`config.mk`:
```
export PLATFORM = sky130hd
export DESIGN_NAME = pio_top
export DESIGN_NICKNAME = d
export VERILOG_FILES = /design/src/pio_bus_pkg.sv /design/src/pio_isa_pkg.sv /design/src/pio_core.sv /design/src/pio_fifo.sv /design/src/pio_machine.sv /design/src/pio_top.sv /design/src/pio_wb_regs.sv
export VERILOG_INCLUDE_DIRS = /design/src
export SDC_FILE = /design/constraint.sdc
export NUM_CORES = 2
export LEC_CHECK = 0
export BUFFER_PORTS_ARGS = -buffer_cell sky130_fd_sc_hd__buf_2
export CORE_MARGIN = 2
export CORE_UTILIZATION = 38
export CTS_BUF_LIST = sky130_fd_sc_hd__clkbuf_16
export CTS_CLUSTER_SIZE = 16
export DETAILED_ROUTE_END_ITERATION = 12
export SLEW_MARGIN = 5
export SYNTH_ARGS = -nofsm -noshare
export SYNTH_HDL_FRONTEND = slang
export SYNTH_SLANG_ARGS = --single-unit
```
`constraint.sdc`:
```
create_clock -name clk -period 6.9 [get_ports clk]
set_input_delay 0.69 -clock clk [delete_from_list [all_inputs] [get_ports clk]]
set_output_delay 0.69 -clock clk [all_outputs]
set_load 0.01 [all_outputs]
```
`src/pio_settings.svh`:
```
`ifndef PIO_SETTINGS_SVH
`define PIO_SETTINGS_SVH

// State machines sharing one instruction memory
`define PIO_NUM_MACHINES 2

// Words per TX or RX FIFO
`define PIO_FIFO_DEPTH 4

`define PIO_IMEM_DEPTH 32

// Word address bits on the Wishbone side
`define PIO_WB_ADDR_W 6

`endif

```
`src/pio_bus_pkg.sv`:
```
`default_nettype none

`include "pio_settings.svh"

package pio_bus_pkg;

  typedef logic [31:0]                             word_t;
  typedef logic [`PIO_WB_ADDR_W-1:0]               wb_addr_t;
  typedef logic [$clog2(`PIO_NUM_MACHINES)-1:0]    mindex_t;

  // Commands from the bus side into the core
  typedef enum logic [2:0] {
    ACT_NONE,
    ACT_INSTR,
    ACT_WRAP,
    ACT_PULL,
    ACT_PUSH,
    ACT_GRPS,
    ACT_EN
  } action_e;

  // Word addresses
  localparam wb_addr_t REG_IMEM_TOP  = 'h1F;
  localparam wb_addr_t REG_CTRL      = 'h20;
  localparam wb_addr_t REG_FSTAT     = 'h21;
  localparam wb_addr_t REG_MACH_BASE = 'h24;   // Four words per machine

  // Offsets inside a machine block
  localparam logic [1:0] OFS_TXF     = 2'd0;
  localparam logic [1:0] OFS_RXF     = 2'd1;
  localparam logic [1:0] OFS_PINCTRL = 2'd2;
  localparam logic [1:0] OFS_WRAP    = 2'd3;

endpackage

`default_nettype wire

```
`src/pio_isa_pkg.sv`:
```
`default_nettype none

package pio_isa_pkg;

  typedef logic [15:0] instr_t;
  typedef logic [4:0]  imem_addr_t;
  typedef logic [4:0]  pin_idx_t;
  typedef logic [5:0]  pin_cnt_t;   // Up to 32 pins

  typedef enum logic [2:0] {
    OP_JMP      = 3'd0,
    OP_IN       = 3'd2,
    OP_OUT      = 3'd3,
    OP_PUSHPULL = 3'd4,   // Bit 7 selects PULL
    OP_SET      = 3'd7
  } opcode_e;

  typedef enum logic [2:0] {
    COND_ALWAYS = 3'd0,
    COND_XZERO  = 3'd1,
    COND_XDEC   = 3'd2,
    COND_OSRE   = 3'd7
  } jmp_cond_e;

  typedef enum logic [2:0] {
    OPND_PINS = 3'd0,
    OPND_X    = 3'd1,
    OPND_NULL = 3'd3
  } operand_e;

  // Ones in the n lowest bits, all ones from 32 up
  function automatic logic [31:0] low_mask(pin_cnt_t n);
    logic [63:0] m;
    m = (64'd1 << n) - 64'd1;
    return m[31:0];
  endfunction

  function automatic logic [31:0] rotl(logic [31:0] v, pin_idx_t n);
    logic [63:0] d;
    d = {v, v} << n;
    return d[63:32];
  endfunction

  function automatic logic [31:0] rotr(logic [31:0] v, pin_idx_t n);
    logic [63:0] d;
    d = {v, v} >> n;
    return d[31:0];
  endfunction

endpackage

`default_nettype wire

```
`src/pio_core.sv`:
```
`default_nettype none
`timescale 1ns/100ps

`include "pio_settings.svh"

module pio_core (
  input  wire                          clk,
  input  wire                          reset,
  input  wire pio_bus_pkg::action_e    action,
  input  wire pio_bus_pkg::mindex_t    mindex,
  input  wire pio_isa_pkg::imem_addr_t index,
  input  wire pio_bus_pkg::word_t      din,
  input  wire pio_bus_pkg::word_t      gpio_in,
  output pio_bus_pkg::word_t           gpio_out,
  output pio_bus_pkg::word_t           gpio_dir,
  output pio_bus_pkg::word_t           dout,
  output logic [`PIO_NUM_MACHINES-1:0] tx_full,
  output logic [`PIO_NUM_MACHINES-1:0] rx_empty
);
  import pio_isa_pkg::*;
  import pio_bus_pkg::*;

  localparam int N = `PIO_NUM_MACHINES;

  instr_t     imem       [`PIO_IMEM_DEPTH];   // Shared program store
  instr_t     curr_instr [N];
  word_t      tx_wdata;

  logic [N-1:0] en;
  logic [N-1:0] restart;
  logic [N-1:0] tx_push;
  logic [N-1:0] rx_pull;

  imem_addr_t wrap_target [N];
  imem_addr_t wrap_top    [N];
  pin_idx_t   out_base    [N];
  pin_cnt_t   out_count   [N];
  pin_idx_t   set_base    [N];
  logic [2:0] set_count   [N];
  pin_idx_t   in_base     [N];

  imem_addr_t   pc        [N];
  word_t        mach_pins [N];
  word_t        tx_dout   [N];
  word_t        rx_din    [N];
  word_t        rx_dout   [N];
  logic [N-1:0] tx_empty;
  logic [N-1:0] rx_full;
  logic [N-1:0] m_pull;
  logic [N-1:0] m_push;
  word_t        grp;

  always_ff @(posedge clk) begin
    if (action == ACT_INSTR)
      imem[index] <= din[15:0];
    if (action == ACT_PUSH)
      tx_wdata <= din;   // Pushed with the strobe a cycle later
    if (action == ACT_PULL)
      dout <= rx_dout[mindex];
    for (int m = 0; m < N; m++)
      curr_instr[m] <= imem[pc[m]];   // One read port per machine
  end

  always_ff @(posedge clk) begin
    if (reset) begin
      en      <= '0;
      restart <= '0;
      tx_push <= '0;
      rx_pull <= '0;
      for (int m = 0; m < N; m++) begin
        wrap_target[m] <= '0;
        wrap_top[m]    <= '0;
        out_base[m]    <= '0;
        out_count[m]   <= '0;
        set_base[m]    <= '0;
        set_count[m]   <= 3'd5;
        in_base[m]     <= '0;
      end
    end else begin
      restart <= '0;
      tx_push <= '0;
      rx_pull <= '0;
      case (action)
        ACT_EN: begin
          en      <= din[N-1:0];
          restart <= din[4 +: N];
        end
        ACT_PUSH: tx_push[mindex] <= 1'b1;
        ACT_PULL: rx_pull[mindex] <= 1'b1;
        ACT_GRPS: begin
          out_base[mindex]  <= din[4:0];
          out_count[mindex] <= din[10:5];
          set_base[mindex]  <= din[15:11];
          set_count[mindex] <= din[18:16];
          in_base[mindex]   <= din[23:19];
        end
        ACT_WRAP: begin
          wrap_target[mindex] <= din[4:0];
          wrap_top[mindex]    <= din[9:5];
        end
        default: ;
      endcase
    end
  end

  // Later machines override earlier ones on shared pins
  always_comb begin
    gpio_out = '0;
    gpio_dir = '0;
    grp      = '0;
    for (int m = 0; m < N; m++) begin
      grp = rotl(low_mask(out_count[m]), out_base[m])
          | rotl(low_mask(pin_cnt_t'(set_count[m])), set_base[m]);
      if (en[m]) begin
        gpio_out = (gpio_out & ~grp) | (mach_pins[m] & grp);
        gpio_dir = gpio_dir | grp;
      end
    end
  end

  for (genvar m = 0; m < N; m++) begin : g_mach
    pio_machine u_machine (
      .clk         (clk),
      .reset       (reset),
      .en          (en[m]),
      .restart     (restart[m]),
      .instr       (curr_instr[m]),
      .wrap_target (wrap_target[m]),
      .wrap_top    (wrap_top[m]),
      .out_base    (out_base[m]),
      .out_count   (out_count[m]),
      .set_base    (set_base[m]),
      .set_count   (set_count[m]),
      .in_base     (in_base[m]),
      .input_pins  (gpio_in),
      .fifo_din    (tx_dout[m]),
      .fifo_empty  (tx_empty[m]),
      .fifo_full   (rx_full[m]),
      .pc          (pc[m]),
      .output_pins (mach_pins[m]),
      .fifo_pull   (m_pull[m]),
      .fifo_push   (m_push[m]),
      .fifo_dout   (rx_din[m])
    );

    pio_fifo u_tx_fifo (   // Host to machine
      .clk   (clk),
      .reset (reset),
      .push  (tx_push[m]),
      .pull  (m_pull[m]),
      .din   (tx_wdata),
      .dout  (tx_dout[m]),
      .full  (tx_full[m]),
      .empty (tx_empty[m])
    );

    pio_fifo u_rx_fifo (   // Machine to host
      .clk   (clk),
      .reset (reset),
      .push  (m_push[m]),
      .pull  (rx_pull[m]),
      .din   (rx_din[m]),
      .dout  (rx_dout[m]),
      .full  (rx_full[m]),
      .empty (rx_empty[m])
    );
  end

endmodule

`default_nettype wire

```
`src/pio_fifo.sv`:
```
`default_nettype none
`timescale 1ns/100ps

`include "pio_settings.svh"

module pio_fifo (
  input  wire                clk,
  input  wire                reset,
  input  wire                push,
  input  wire                pull,
  input  wire pio_bus_pkg::word_t din,
  output pio_bus_pkg::word_t dout,
  output logic               full,
  output logic               empty
);
  import pio_bus_pkg::*;

  localparam int DEPTH = `PIO_FIFO_DEPTH;
  localparam int PTR_W = $clog2(DEPTH);

  word_t            mem [DEPTH];
  logic [PTR_W-1:0] rd_ptr;
  logic [PTR_W-1:0] wr_ptr;
  logic [PTR_W:0]   count;

  assign dout  = mem[rd_ptr];   // Head word, visible before the pull
  assign full  = (count == (PTR_W + 1)'(DEPTH));
  assign empty = (count == '0);

  always_ff @(posedge clk) begin
    if (reset) begin
      rd_ptr <= '0;
      wr_ptr <= '0;
      count  <= '0;
    end else begin
      if (push)
        wr_ptr <= (wr_ptr == PTR_W'(DEPTH - 1)) ? '0 : wr_ptr + 1'b1;
      if (pull)
        rd_ptr <= (rd_ptr == PTR_W'(DEPTH - 1)) ? '0 : rd_ptr + 1'b1;
      if (push && !pull)
        count <= count + 1'b1;
      else if (pull && !push)
        count <= count - 1'b1;
    end
  end

  always_ff @(posedge clk) begin
    if (push)
      mem[wr_ptr] <= din;
  end

endmodule

`default_nettype wire

```
`src/pio_machine.sv`:
```
`default_nettype none
`timescale 1ns/100ps

module pio_machine (
  input  wire                          clk,
  input  wire                          reset,
  input  wire                          en,
  input  wire                          restart,
  input  wire pio_isa_pkg::instr_t     instr,
  input  wire pio_isa_pkg::imem_addr_t wrap_target,
  input  wire pio_isa_pkg::imem_addr_t wrap_top,
  input  wire pio_isa_pkg::pin_idx_t   out_base,
  input  wire pio_isa_pkg::pin_cnt_t   out_count,
  input  wire pio_isa_pkg::pin_idx_t   set_base,
  input  wire [2:0]                    set_count,
  input  wire pio_isa_pkg::pin_idx_t   in_base,
  input  wire pio_bus_pkg::word_t      input_pins,
  input  wire pio_bus_pkg::word_t      fifo_din,
  input  wire                          fifo_empty,
  input  wire                          fifo_full,
  output pio_isa_pkg::imem_addr_t      pc,
  output pio_bus_pkg::word_t           output_pins,
  output logic                         fifo_pull,
  output logic                         fifo_push,
  output pio_bus_pkg::word_t           fifo_dout
);
  import pio_isa_pkg::*;
  import pio_bus_pkg::*;

  typedef enum logic [1:0] {PH_FETCH, PH_EXEC, PH_STALL} phase_e;

  phase_e     phase;
  word_t      x;
  word_t      osr;
  word_t      isr;
  pin_cnt_t   osr_cnt;    // Bits shifted out since the last PULL
  logic [6:0] osr_sum;
  opcode_e    op;
  jmp_cond_e  cond;
  operand_e   opnd;
  pin_cnt_t   cnt;
  logic       exec;
  logic       is_pull;
  logic       blocked;
  logic       take;
  word_t      out_data;
  word_t      in_data;
  word_t      out_mask;
  word_t      set_mask;
  imem_addr_t next_pc;

  assign op      = opcode_e'(instr[15:13]);
  assign cond    = jmp_cond_e'(instr[7:5]);
  assign opnd    = operand_e'(instr[7:5]);
  assign cnt     = (instr[4:0] == 5'd0) ? 6'd32 : {1'b0, instr[4:0]};
  assign is_pull = instr[7];
  assign exec    = en && !restart && (phase != PH_FETCH);
  assign blocked = (op == OP_PUSHPULL) && (is_pull ? fifo_empty : fifo_full);

  assign fifo_pull = exec && (op == OP_PUSHPULL) && is_pull && !fifo_empty;
  assign fifo_push = exec && (op == OP_PUSHPULL) && !is_pull && !fifo_full;
  assign fifo_dout = isr;

  assign out_data = osr & low_mask(cnt);   // OUT takes the low bits
  assign osr_sum  = {1'b0, osr_cnt} + {1'b0, cnt};
  assign out_mask = rotl(low_mask(out_count), out_base);
  assign set_mask = rotl(low_mask(pin_cnt_t'(set_count)), set_base);

  always_comb begin
    case (opnd)
      OPND_PINS: in_data = rotr(input_pins, in_base);
      OPND_X:    in_data = x;
      default:   in_data = '0;
    endcase
    case (cond)
      COND_ALWAYS: take = 1'b1;
      COND_XZERO:  take = (x == '0);
      COND_XDEC:   take = (x != '0);   // Tested before the decrement
      COND_OSRE:   take = (osr_cnt == 6'd32);
      default:     take = 1'b0;
    endcase
    if (op == OP_JMP && take)
      next_pc = instr[4:0];
    else if (pc == wrap_top)
      next_pc = wrap_target;
    else
      next_pc = pc + 1'b1;
  end

  always_ff @(posedge clk) begin
    if (reset || restart) begin
      phase   <= PH_FETCH;
      pc      <= '0;
      x       <= '0;
      osr     <= '0;
      isr     <= '0;
      osr_cnt <= 6'd32;
    end else if (en) begin
      if (phase == PH_FETCH) begin
        phase <= PH_EXEC;
      end else if (blocked) begin
        phase <= PH_STALL;   // Retry next cycle, pc held
      end else begin
        phase <= PH_FETCH;
        pc    <= next_pc;
        case (op)
          OP_JMP: begin
            if (cond == COND_XDEC)
              x <= x - 1'b1;
          end
          OP_IN: isr <= (isr << cnt) | (in_data & low_mask(cnt));
          OP_OUT: begin
            osr     <= osr >> cnt;
            osr_cnt <= (osr_sum > 7'd32) ? 6'd32 : osr_sum[5:0];
            if (opnd == OPND_X)
              x <= out_data;
          end
          OP_SET: begin
            if (opnd == OPND_X)
              x <= word_t'(instr[4:0]);
          end
          OP_PUSHPULL: begin
            if (is_pull) begin
              osr     <= fifo_din;
              osr_cnt <= '0;
            end else begin
              isr <= '0;
            end
          end
          default: ;
        endcase
      end
    end
  end

  // Pin drivers survive a restart
  always_ff @(posedge clk) begin
    if (reset) begin
      output_pins <= '0;
    end else if (exec && !blocked) begin
      if (op == OP_OUT && opnd == OPND_PINS)
        output_pins <= (output_pins & ~out_mask) | (rotl(out_data, out_base) & out_mask);
      else if (op == OP_SET && opnd == OPND_PINS)
        output_pins <= (output_pins & ~set_mask) | (rotl(word_t'(instr[4:0]), set_base) & set_mask);
    end
  end

endmodule

`default_nettype wire

```
`src/pio_top.sv`:
```
`default_nettype none
`timescale 1ns/100ps

`include "pio_settings.svh"

module pio_top (
  input  wire                        clk,
  input  wire                        reset,
  input  wire                        wb_cyc,
  input  wire                        wb_stb,
  input  wire                        wb_we,
  input  wire pio_bus_pkg::wb_addr_t wb_adr,
  input  wire pio_bus_pkg::word_t    wb_dat_w,
  output pio_bus_pkg::word_t         wb_dat_r,
  output logic                       wb_ack,
  input  wire pio_bus_pkg::word_t    gpio_in,
  output pio_bus_pkg::word_t         gpio_out,
  output pio_bus_pkg::word_t         gpio_dir
);
  import pio_isa_pkg::*;
  import pio_bus_pkg::*;

  // Core command, one cycle per bus access
  action_e    action;
  mindex_t    mindex;
  imem_addr_t index;
  word_t      din;
  word_t      core_dout;

  logic [`PIO_NUM_MACHINES-1:0] tx_full;
  logic [`PIO_NUM_MACHINES-1:0] rx_empty;

  pio_wb_regs u_wb_regs (
    .clk       (clk),
    .reset     (reset),
    .wb_cyc    (wb_cyc),
    .wb_stb    (wb_stb),
    .wb_we     (wb_we),
    .wb_adr    (wb_adr),
    .wb_dat_w  (wb_dat_w),
    .core_dout (core_dout),
    .tx_full   (tx_full),
    .rx_empty  (rx_empty),
    .wb_dat_r  (wb_dat_r),
    .wb_ack    (wb_ack),
    .action    (action),
    .mindex    (mindex),
    .index     (index),
    .din       (din)
  );

  pio_core u_core (
    .clk      (clk),
    .reset    (reset),
    .action   (action),
    .mindex   (mindex),
    .index    (index),
    .din      (din),
    .gpio_in  (gpio_in),
    .gpio_out (gpio_out),
    .gpio_dir (gpio_dir),
    .dout     (core_dout),
    .tx_full  (tx_full),
    .rx_empty (rx_empty)
  );

endmodule

`default_nettype wire

```
`src/pio_wb_regs.sv`:
```
`default_nettype none
`timescale 1ns/100ps

`include "pio_settings.svh"

module pio_wb_regs (
  input  wire                          clk,
  input  wire                          reset,
  input  wire                          wb_cyc,
  input  wire                          wb_stb,
  input  wire                          wb_we,
  input  wire pio_bus_pkg::wb_addr_t   wb_adr,
  input  wire pio_bus_pkg::word_t      wb_dat_w,
  input  wire pio_bus_pkg::word_t      core_dout,
  input  wire [`PIO_NUM_MACHINES-1:0]  tx_full,
  input  wire [`PIO_NUM_MACHINES-1:0]  rx_empty,
  output pio_bus_pkg::word_t           wb_dat_r,
  output logic                         wb_ack,
  output pio_bus_pkg::action_e         action,
  output pio_bus_pkg::mindex_t         mindex,
  output pio_isa_pkg::imem_addr_t      index,
  output pio_bus_pkg::word_t           din
);
  import pio_bus_pkg::*;

  typedef enum logic [1:0] {ST_IDLE, ST_WAIT_FIFO, ST_READ_DATA, ST_ACK} state_e;

  state_e     state;
  wb_addr_t   mach_off;
  logic [1:0] ofs;
  logic       in_mach;
  logic       is_txf;
  logic       is_rxf;
  logic       blocked;
  logic       req;
  logic       go;
  word_t      fstat;

  assign mach_off = wb_adr - REG_MACH_BASE;
  assign ofs      = mach_off[1:0];
  assign in_mach  = (wb_adr >= REG_MACH_BASE)
                 && (mach_off < wb_addr_t'(4 * `PIO_NUM_MACHINES));
  assign mindex   = mindex_t'(mach_off >> 2);
  assign index    = wb_adr[4:0];
  assign din      = wb_dat_w;

  assign is_txf  = in_mach && wb_we && (ofs == OFS_TXF);
  assign is_rxf  = in_mach && !wb_we && (ofs == OFS_RXF);
  assign blocked = (is_txf && tx_full[mindex]) || (is_rxf && rx_empty[mindex]);
  assign req     = wb_cyc && wb_stb && (state == ST_IDLE || state == ST_WAIT_FIFO);
  assign go      = req && !blocked;   // The one cycle that carries the action
  assign wb_ack  = (state == ST_ACK);
  assign fstat   = (word_t'(rx_empty) << 8) | word_t'(tx_full);

  always_comb begin
    action = ACT_NONE;
    if (go) begin
      if (wb_we && wb_adr <= REG_IMEM_TOP)
        action = ACT_INSTR;
      else if (wb_we && wb_adr == REG_CTRL)
        action = ACT_EN;
      else if (is_txf)
        action = ACT_PUSH;
      else if (is_rxf)
        action = ACT_PULL;
      else if (wb_we && in_mach && ofs == OFS_PINCTRL)
        action = ACT_GRPS;
      else if (wb_we && in_mach && ofs == OFS_WRAP)
        action = ACT_WRAP;
    end
  end

  always_ff @(posedge clk) begin
    if (reset) begin
      state <= ST_IDLE;
    end else begin
      case (state)
        ST_IDLE, ST_WAIT_FIFO: begin
          if (req && blocked)
            state <= ST_WAIT_FIFO;
          else if (req && is_rxf)
            state <= ST_READ_DATA;   // Core registers dout first
          else if (req)
            state <= ST_ACK;
          else
            state <= ST_IDLE;        // Also drops an abandoned cycle
        end
        ST_READ_DATA: state <= ST_ACK;
        default:      state <= ST_IDLE;
      endcase
    end
  end

  always_ff @(posedge clk) begin
    if (state == ST_READ_DATA)
      wb_dat_r <= core_dout;
    else if (go)
      wb_dat_r <= (wb_adr == REG_FSTAT) ? fstat : '0;
  end

endmodule

`default_nettype wire

```
### Word-level counts from Yosys, hierarchy flattened

Memories as Yosys holds them, arrays and structs flattened. A register that Yosys moved wholly into a read port is not among the register bits.
Index checks and enable logic that the tools add are counted.

* memory bits (writable): 1124
* input bits: 75
* memories: 13
* word-level logic and storage cells: 460
* register bits: 416
* output and inout port bits: 97

* bitwise operators: 39
* mux-type cells: 136
* equal/unequal tests: 54
* shift operators: 20
* $add $sub $neg: 29
* reduce and logical (&&, ||, !) cells: 127
* order comparisons: 8

Memory list
* u_core.imem: words 32, bits a word 16, rd ports 2, clocked after Yosys merged registers in 2, wr ports 1, RTL line pio_core.sv:25 `` instr_t imem [`PIO_IMEM_DEPTH]; ``
* u_core.g_mach[0].u_rx_fifo.mem: words 4, bits a word 32, rd ports 1, clocked after Yosys merged registers in 1, wr ports 1, RTL line pio_fifo.sv:21 `word_t mem [DEPTH];`
* u_core.g_mach[0].u_tx_fifo.mem: words 4, bits a word 32, rd ports 1, clocked after Yosys merged registers in 1, wr ports 1, RTL line pio_fifo.sv:21
* u_core.g_mach[1].u_rx_fifo.mem: words 4, bits a word 32, rd ports 1, clocked after Yosys merged registers in 1, wr ports 1, RTL line pio_fifo.sv:21
* u_core.g_mach[1].u_tx_fifo.mem: words 4, bits a word 32, rd ports 1, clocked after Yosys merged registers in 1, wr ports 1, RTL line pio_fifo.sv:21
* u_core.curr_instr: words 2, bits a word 16, rd ports 2, clocked after Yosys merged registers in 0, wr ports 2, RTL line pio_core.sv:26 `instr_t curr_instr [N];`
* +7 memories

Operators with widths (count)
* 32-bit two-way mux: 24
* 32-bit AND: 15
* 32-bit case mux with 2 select lines: 6
* 64-bit by 5-bit << shifter with 64-bit output: 6
* 32-bit bitwise OR: 10
* 32-bit by 1-bit subtractor with 32-bit output, second input constant: 8
* 32-bit case mux with 3 select lines: 2
* 32-bit inverter: 5
* 1-bit by 6-bit << shifter with 32-bit output, first input constant: 4
* 37-bit by 5-bit << shifter with 64-bit output: 2
* 64-bit by 5-bit right shift with 32-bit output: 2
* 5-bit two-way mux: 13
* 32-bit logical NOT: 2
* 32-bit nonzero test: 2
* 1-bit by 3-bit << shifter with 32-bit output, first input constant: 2
* 32-bit by 6-bit << shifter with 32-bit output: 2
* 32-bit by 6-bit right shift with 32-bit output: 2
* 1-bit logical AND: 49
* 2-bit two-way mux: 24
* 3-bit two-way mux: 15
* 6-bit two-way mux: 7
* 3-bit equality test, second input constant: 13
* 1-bit two-way mux: 39
* 2-bit nonzero test: 13
* other kinds (42): 146

### Depth between registers and ports, before layout

* depth in word-level cells: 18
* mapped depth: 19
* mapped depth without buffers: 13

### Hierarchy

Synthesis repeated with hierarchy kept, for this count alone.

* cells, all modules: 10049
* area total of the unflattened synthesis: 105493.7 um^2

By module, submodules not included
* pio_machine: sequential area each 2822.7 um^2, area an instance 21227.9 um^2, instances 2, cells an instance 2959
* pio_core: sequential area each 20139.3 um^2, area an instance 40834.2 um^2, instances 1, cells an instance 3128
* pio_fifo: sequential area each 4023.9 um^2, area an instance 5101.1 um^2, instances 4, cells an instance 212
* pio_wb_regs: sequential area each 1001.0 um^2, area an instance 1799.2 um^2, instances 1, cells an instance 155

### Worst setup path after synthesis

Ideal clock, no wire load.

* path kind: register to register
* start point: mem u_core.curr_instr[0][0] (netlist bit)
* end point: reg with a tool-made name
* data required time: 6.814 ns
* path slack: 1.852 ns
* cell stages (with the launch flop): 18
* library setup time: 0.086 ns
* arrival: 4.963 ns
* path buffers: 6
* clock period less this slack: 5.048 ns
* cell sequence: dfxtp_1 -> clkbuf_1 -> buf_2 -> buf_1 -> clkbuf_1 -> buf_2 -> clkbuf_1 -> nand2_1 -> ha_1 -> or4bb_1 -> a21oi_1 -> o21ai_0 -> mux2_2 -> mux2_2 -> mux4_2 -> mux2_2 -> a32o_1 -> a211oi_1

RTL lines (RTL line)
* start, declared: pio_core.sv:26

==> results.tsv <==
stage	metric	value	unit
yosys	synthFlopType	edfxtp_1	
timing	tightestPinTransition	1.341	ns
yosys	synth-edff-count	1028	
pwr	ir_worst_vdd	0.2142	mV
timing	fin_skew	0.06660	ns
pwr	comb_power_share	0.086	
detailed_routing	wire_per_inst	31.80	um
critical_path	cpMaxStageDelayCell	or4_1	
floorplanning	ios	172	
yosys	ys_seq_area_frac	0.4424	
placement	hpwl	251.2	mm
timing	slew_headroom	0.1024	
floorplanning	die_h	479.9	um
timing	hold_viol	0	
clock_network	clock_latency	0.86	ns
layout	regArea	0.03813	mm2
timing	finalWorstSetupSlack	0.2268	ns
clock_network	cts_tree	yes	
clock_network	htree_num_levels	4	
clock_network	cts_buffer_depth	3	
yosys	synth_cells	7926	
detailed_routing	drtIter0Drc	10530	
detailed_routing	vias	72660	
critical_path	worstSetupPathType	flip-flop to output port	
clock_network	clock-sinks	1388	
detailed_routing	dr.pass1.iters	7	
critical_path	cp_max_fo	12	
detailed_routing	postRouteAntennaNets	0	
clock_network	cts.clk_slew.worst_paths	0.07	ns
floorplanning	coreArea	0.2249	mm2
floorplanning	dieWidth	479.9	um
layout	final_area	0.09527	mm2
placement	port_buffers	171	
layout	drive_above_1_share	0.1972	
pwr	swShare	0.2587	
clock_network	cts_buffers	158	
min_path	hp-class	input pin to flip-flop	
critical_path	ff2ff_setup_slack	1.48	ns
critical_path	crit_path_cell_trace	or4_1 -> nor2_1 -> inv_1 -> ha_1 -> inv_1 -> buf_4 -> a221oi_1 -> o32ai_1 -> a2bb2oi_1 -> mux2_2 -> mux2i_1 -> mux2i_1 -> o21ai_0 -> mux2_2 -> buf_2	
yosys	ys_ff_latch	1388	
global_route	grt_pass1_wl	498.6	mm
detailed_routing	drc	0	
clock_network	cts_resized	0	
yosys	syn_area	0.08606	mm2
yosys	ys_types	104	
detailed_routing	wl	348.4	mm
timing	max_freq	149.9	MHz
timing	finalMaxSlewViolations	0	
floorplanning	dieArea	0.2303	mm2
global_route	grt_pass1_vias	68250	
timing	setup_viol	0	
timing	period_needed	6.673	ns
critical_path	rr_startpoint	u_core.curr_instr[0][2]	
layout	mostFrequentLayoutCells	edfxtp_1, nand2_1, nor2_1	
global_route	antenna_found_initial	23	
pwr	power_density	198.5	mW/mm2
layout	multi_input_area	0.04490	mm2
layout	fill_cells	21020	
min_path	whs_path_depth	1	
run	cap_violations	0	
critical_path	end_kind	output port	
global_route	grt_max_degree	77	
yosys	async_flop_share	0	
global_route	grt_usage	0.2943	
critical_path	worstPathRequired	6.21	ns
timing	rsz0062_at_grt	false	
min_path	holdCritStartpoint	wb_dat_w[26]	
critical_path	cp.arrival	5.98	ns
placement	place_congestion	1.031	
critical_path	worst_setup_path_start_kind	flip-flop	
yosys	synth_warnings	0	
placement	dp_slack	1.289	ns
timing	tns	0	ns
min_path	hold_end	u_core.tx_wdata[26]	
timing	period_share	0.9671	
layout	area_delta_synth_final	10.69	%
global_route	gr-total-overflow	0	
yosys	avgSynthCellArea	10.86	um2
pwr	p_switching	4.893	mW
floorplanning	fp-row-count	174	
outcome	status	complete, no violations	
layout	final_common_cell	edfxtp_1	
layout	num-nets-final	7950	
critical_path	max_stage_delay	0.75	ns
pwr	clockPowerShare	0.440	
detailed_routing	via_per_inst	6.631	
critical_path	reg2reg_depth	12	
floorplanning	start_util	0.3827	
placement	place_area	0.09014	mm2
pwr	seq_power_share	0.474	
pwr	intPower	14.02	mW
pwr	p_leak	31.33	nW
clock_network	cts-root-buf	clkbuf_16	
==> repair_timing <==
action                                  4_1_cts  5_1_grt
hold buffers                                  1        0
hold endpoints to repair                      1        0
buffers inserted                              0        0
endpoints found under the setup margin        0        0
==> worst max-delay path by stage <==
stage	startpoint	endpoint	slack (ns)
after floorplan	u_core.curr_instr[0][0]	flip-flop	1.85
after global placement	u_core.out_count[1][5]	gpio_out[6]	1.25
after detailed placement	u_core.out_count[1][5]	gpio_out[23]	1.29
after CTS	u_core.out_count[1][5]	gpio_out[23]	0.38
after global routing	u_core.out_count[1][5]	gpio_out[23]	0.03
final	u_core.out_count[1][5]	gpio_out[23]	0.23
==> cells by family (layout without fill, tap and decap cells) <==
group,after synthesis,in the layout,share of synthesized area
and+or+nand+nor,2409,2409,0.1321
AOI/OAI and AO/OA,2083,2083,0.1646
DFF,1388,1388,0.4424
muxes,1109,1109,0.2107
buffers and inverters,834,862,0.03703
adders and majority gates,55,55,0.008287
xor gates and xnor gates,47,47,0.004783
other,1,12,0.00004357
==> metrics by stage <==
| step | utilization | hold slack (ns) | power (mW) | std cells |
|---|---|---|---|---|
| after floorplan | - | 0.4238 | 10.07 | 7927 |
| after global placement | 0.4008 | 0.4370 | 10.72 | 10650 |
| after detailed placement | 0.4008 | 0.4362 | 10.72 | 10650 |
| after CTS | 0.4235 | 0.005561 | 18.97 | 10950 |
| after global routing | 0.4235 | 0.01746 | 19.41 | 10950 |
| final | 0.4236 | 0.04763 | 18.91 | 10960 |
==> routing by layer <==
layer | part of all wire | global-route usage | vias to the layer above
met2 | 0.45 | 0.4588 | 4479
met5 | 0.00028 | 0 | -
li1 | - | - | 30850
met3 | 0.093 | 0.05743 | 921
met1 | 0.39 | 0.3869 | 36390
met4 | 0.064 | 0.1574 | 16
==> registers in the layout, indices dropped and copies added, names as in the netlist, 12 cells and up, named ones only <==
name and count:
u_core.g_mach.u_tx_fifo.mem 256, u_wb_regs.wb_dat_r 32, u_core.g_mach.u_machine.x 64, u_core.out_count 12, u_core.g_mach.u_machine.osr_cnt 12, u_core.g_mach.u_machine.osr 64, u_core.g_mach.u_rx_fifo.mem 256, u_core.dout 32
u_core.imem 352, u_core.tx_wdata 32, u_core.curr_instr 22, u_core.g_mach.u_machine.fifo_dout 64
==> worst max-delay path: cells and delay by family, from the launching register on <==
kind                       cells  cell delay [ns]
AOI/OAI and AO/OA              4             1.29
adders and majority gates      1             0.38
buffers and inverters          4             0.61
DFF                            1             0.38
muxes                          4             1.47
and+or+nand+nor                2             1.01
==> Yosys cell counts, types with 23 or more instances <==
cell,n,area share
edfxtp_1,1028,0.36
nor2_1,704,0.031
nand2_1,699,0.030
mux4_2,541,0.14
clkbuf_1,526,0.023
o21ai_0,460,0.027
a21oi_1,415,0.024
dfxtp_1,360,0.084
mux2i_1,360,0.042
nor3_1,229,0.013
mux2_2,206,0.027
and2_1,163,0.012
a22oi_1,145,0.013
nand3_1,144,0.0084
buf_1,135,0.0059
a211oi_1,130,0.011
inv_1,114,0.0050
a221oi_1,97,0.0099
o211ai_1,78,0.0068
o22ai_1,74,0.0054
a31oi_1,72,0.0052
nand2b_1,58,0.0042
and3_1,56,0.0041
or3_1,54,0.0039
nor4_1,53,0.0039
nor2b_1,52,0.0038
o31ai_1,52,0.0045
ha_1,49,0.0071
or2_2,47,0.0034
o221ai_1,46,0.0047
buf_2,42,0.0024
o21a_1,36,0.0031
o32ai_1,36,0.0037
a21o_1,34,0.0030
a22o_1,31,0.0032
o311ai_0,30,0.0031
nor3b_1,27,0.0024
xor2_1,27,0.0027
a221o_1,26,0.0030
o31a_1,24,0.0024
a31o_2,23,0.0023
nand4_1,23,0.0017
==> power by group through the flow <==
stage                     Sequential (mW)  Combinational (mW)  Clock, mW
after floorplan                      9.13               0.943          0
after global placement               9.14                1.58          0
after detailed placement             9.14                1.58          0
after CTS                            8.96                1.59       8.42
after global routing                 8.96                1.70       8.75
final                                8.96                1.63       8.32
==> cell type report <==
class | count | share of cell area
Multi-Input combinational cell | 5705 | 0.4713
Clock buffer | 160 | 0.04203
Inverter | 130 | 0.005122
Tap cell | 2992 | 0.03930
Sequential cell | 1388 | 0.4002
Clock inverter | 133 | 0.01143
Timing Repair Buffer | 439 | 0.03029
Antenna cell | 10 | 0.0002627
Note: power is estimated with default switching activity, not from simulation.
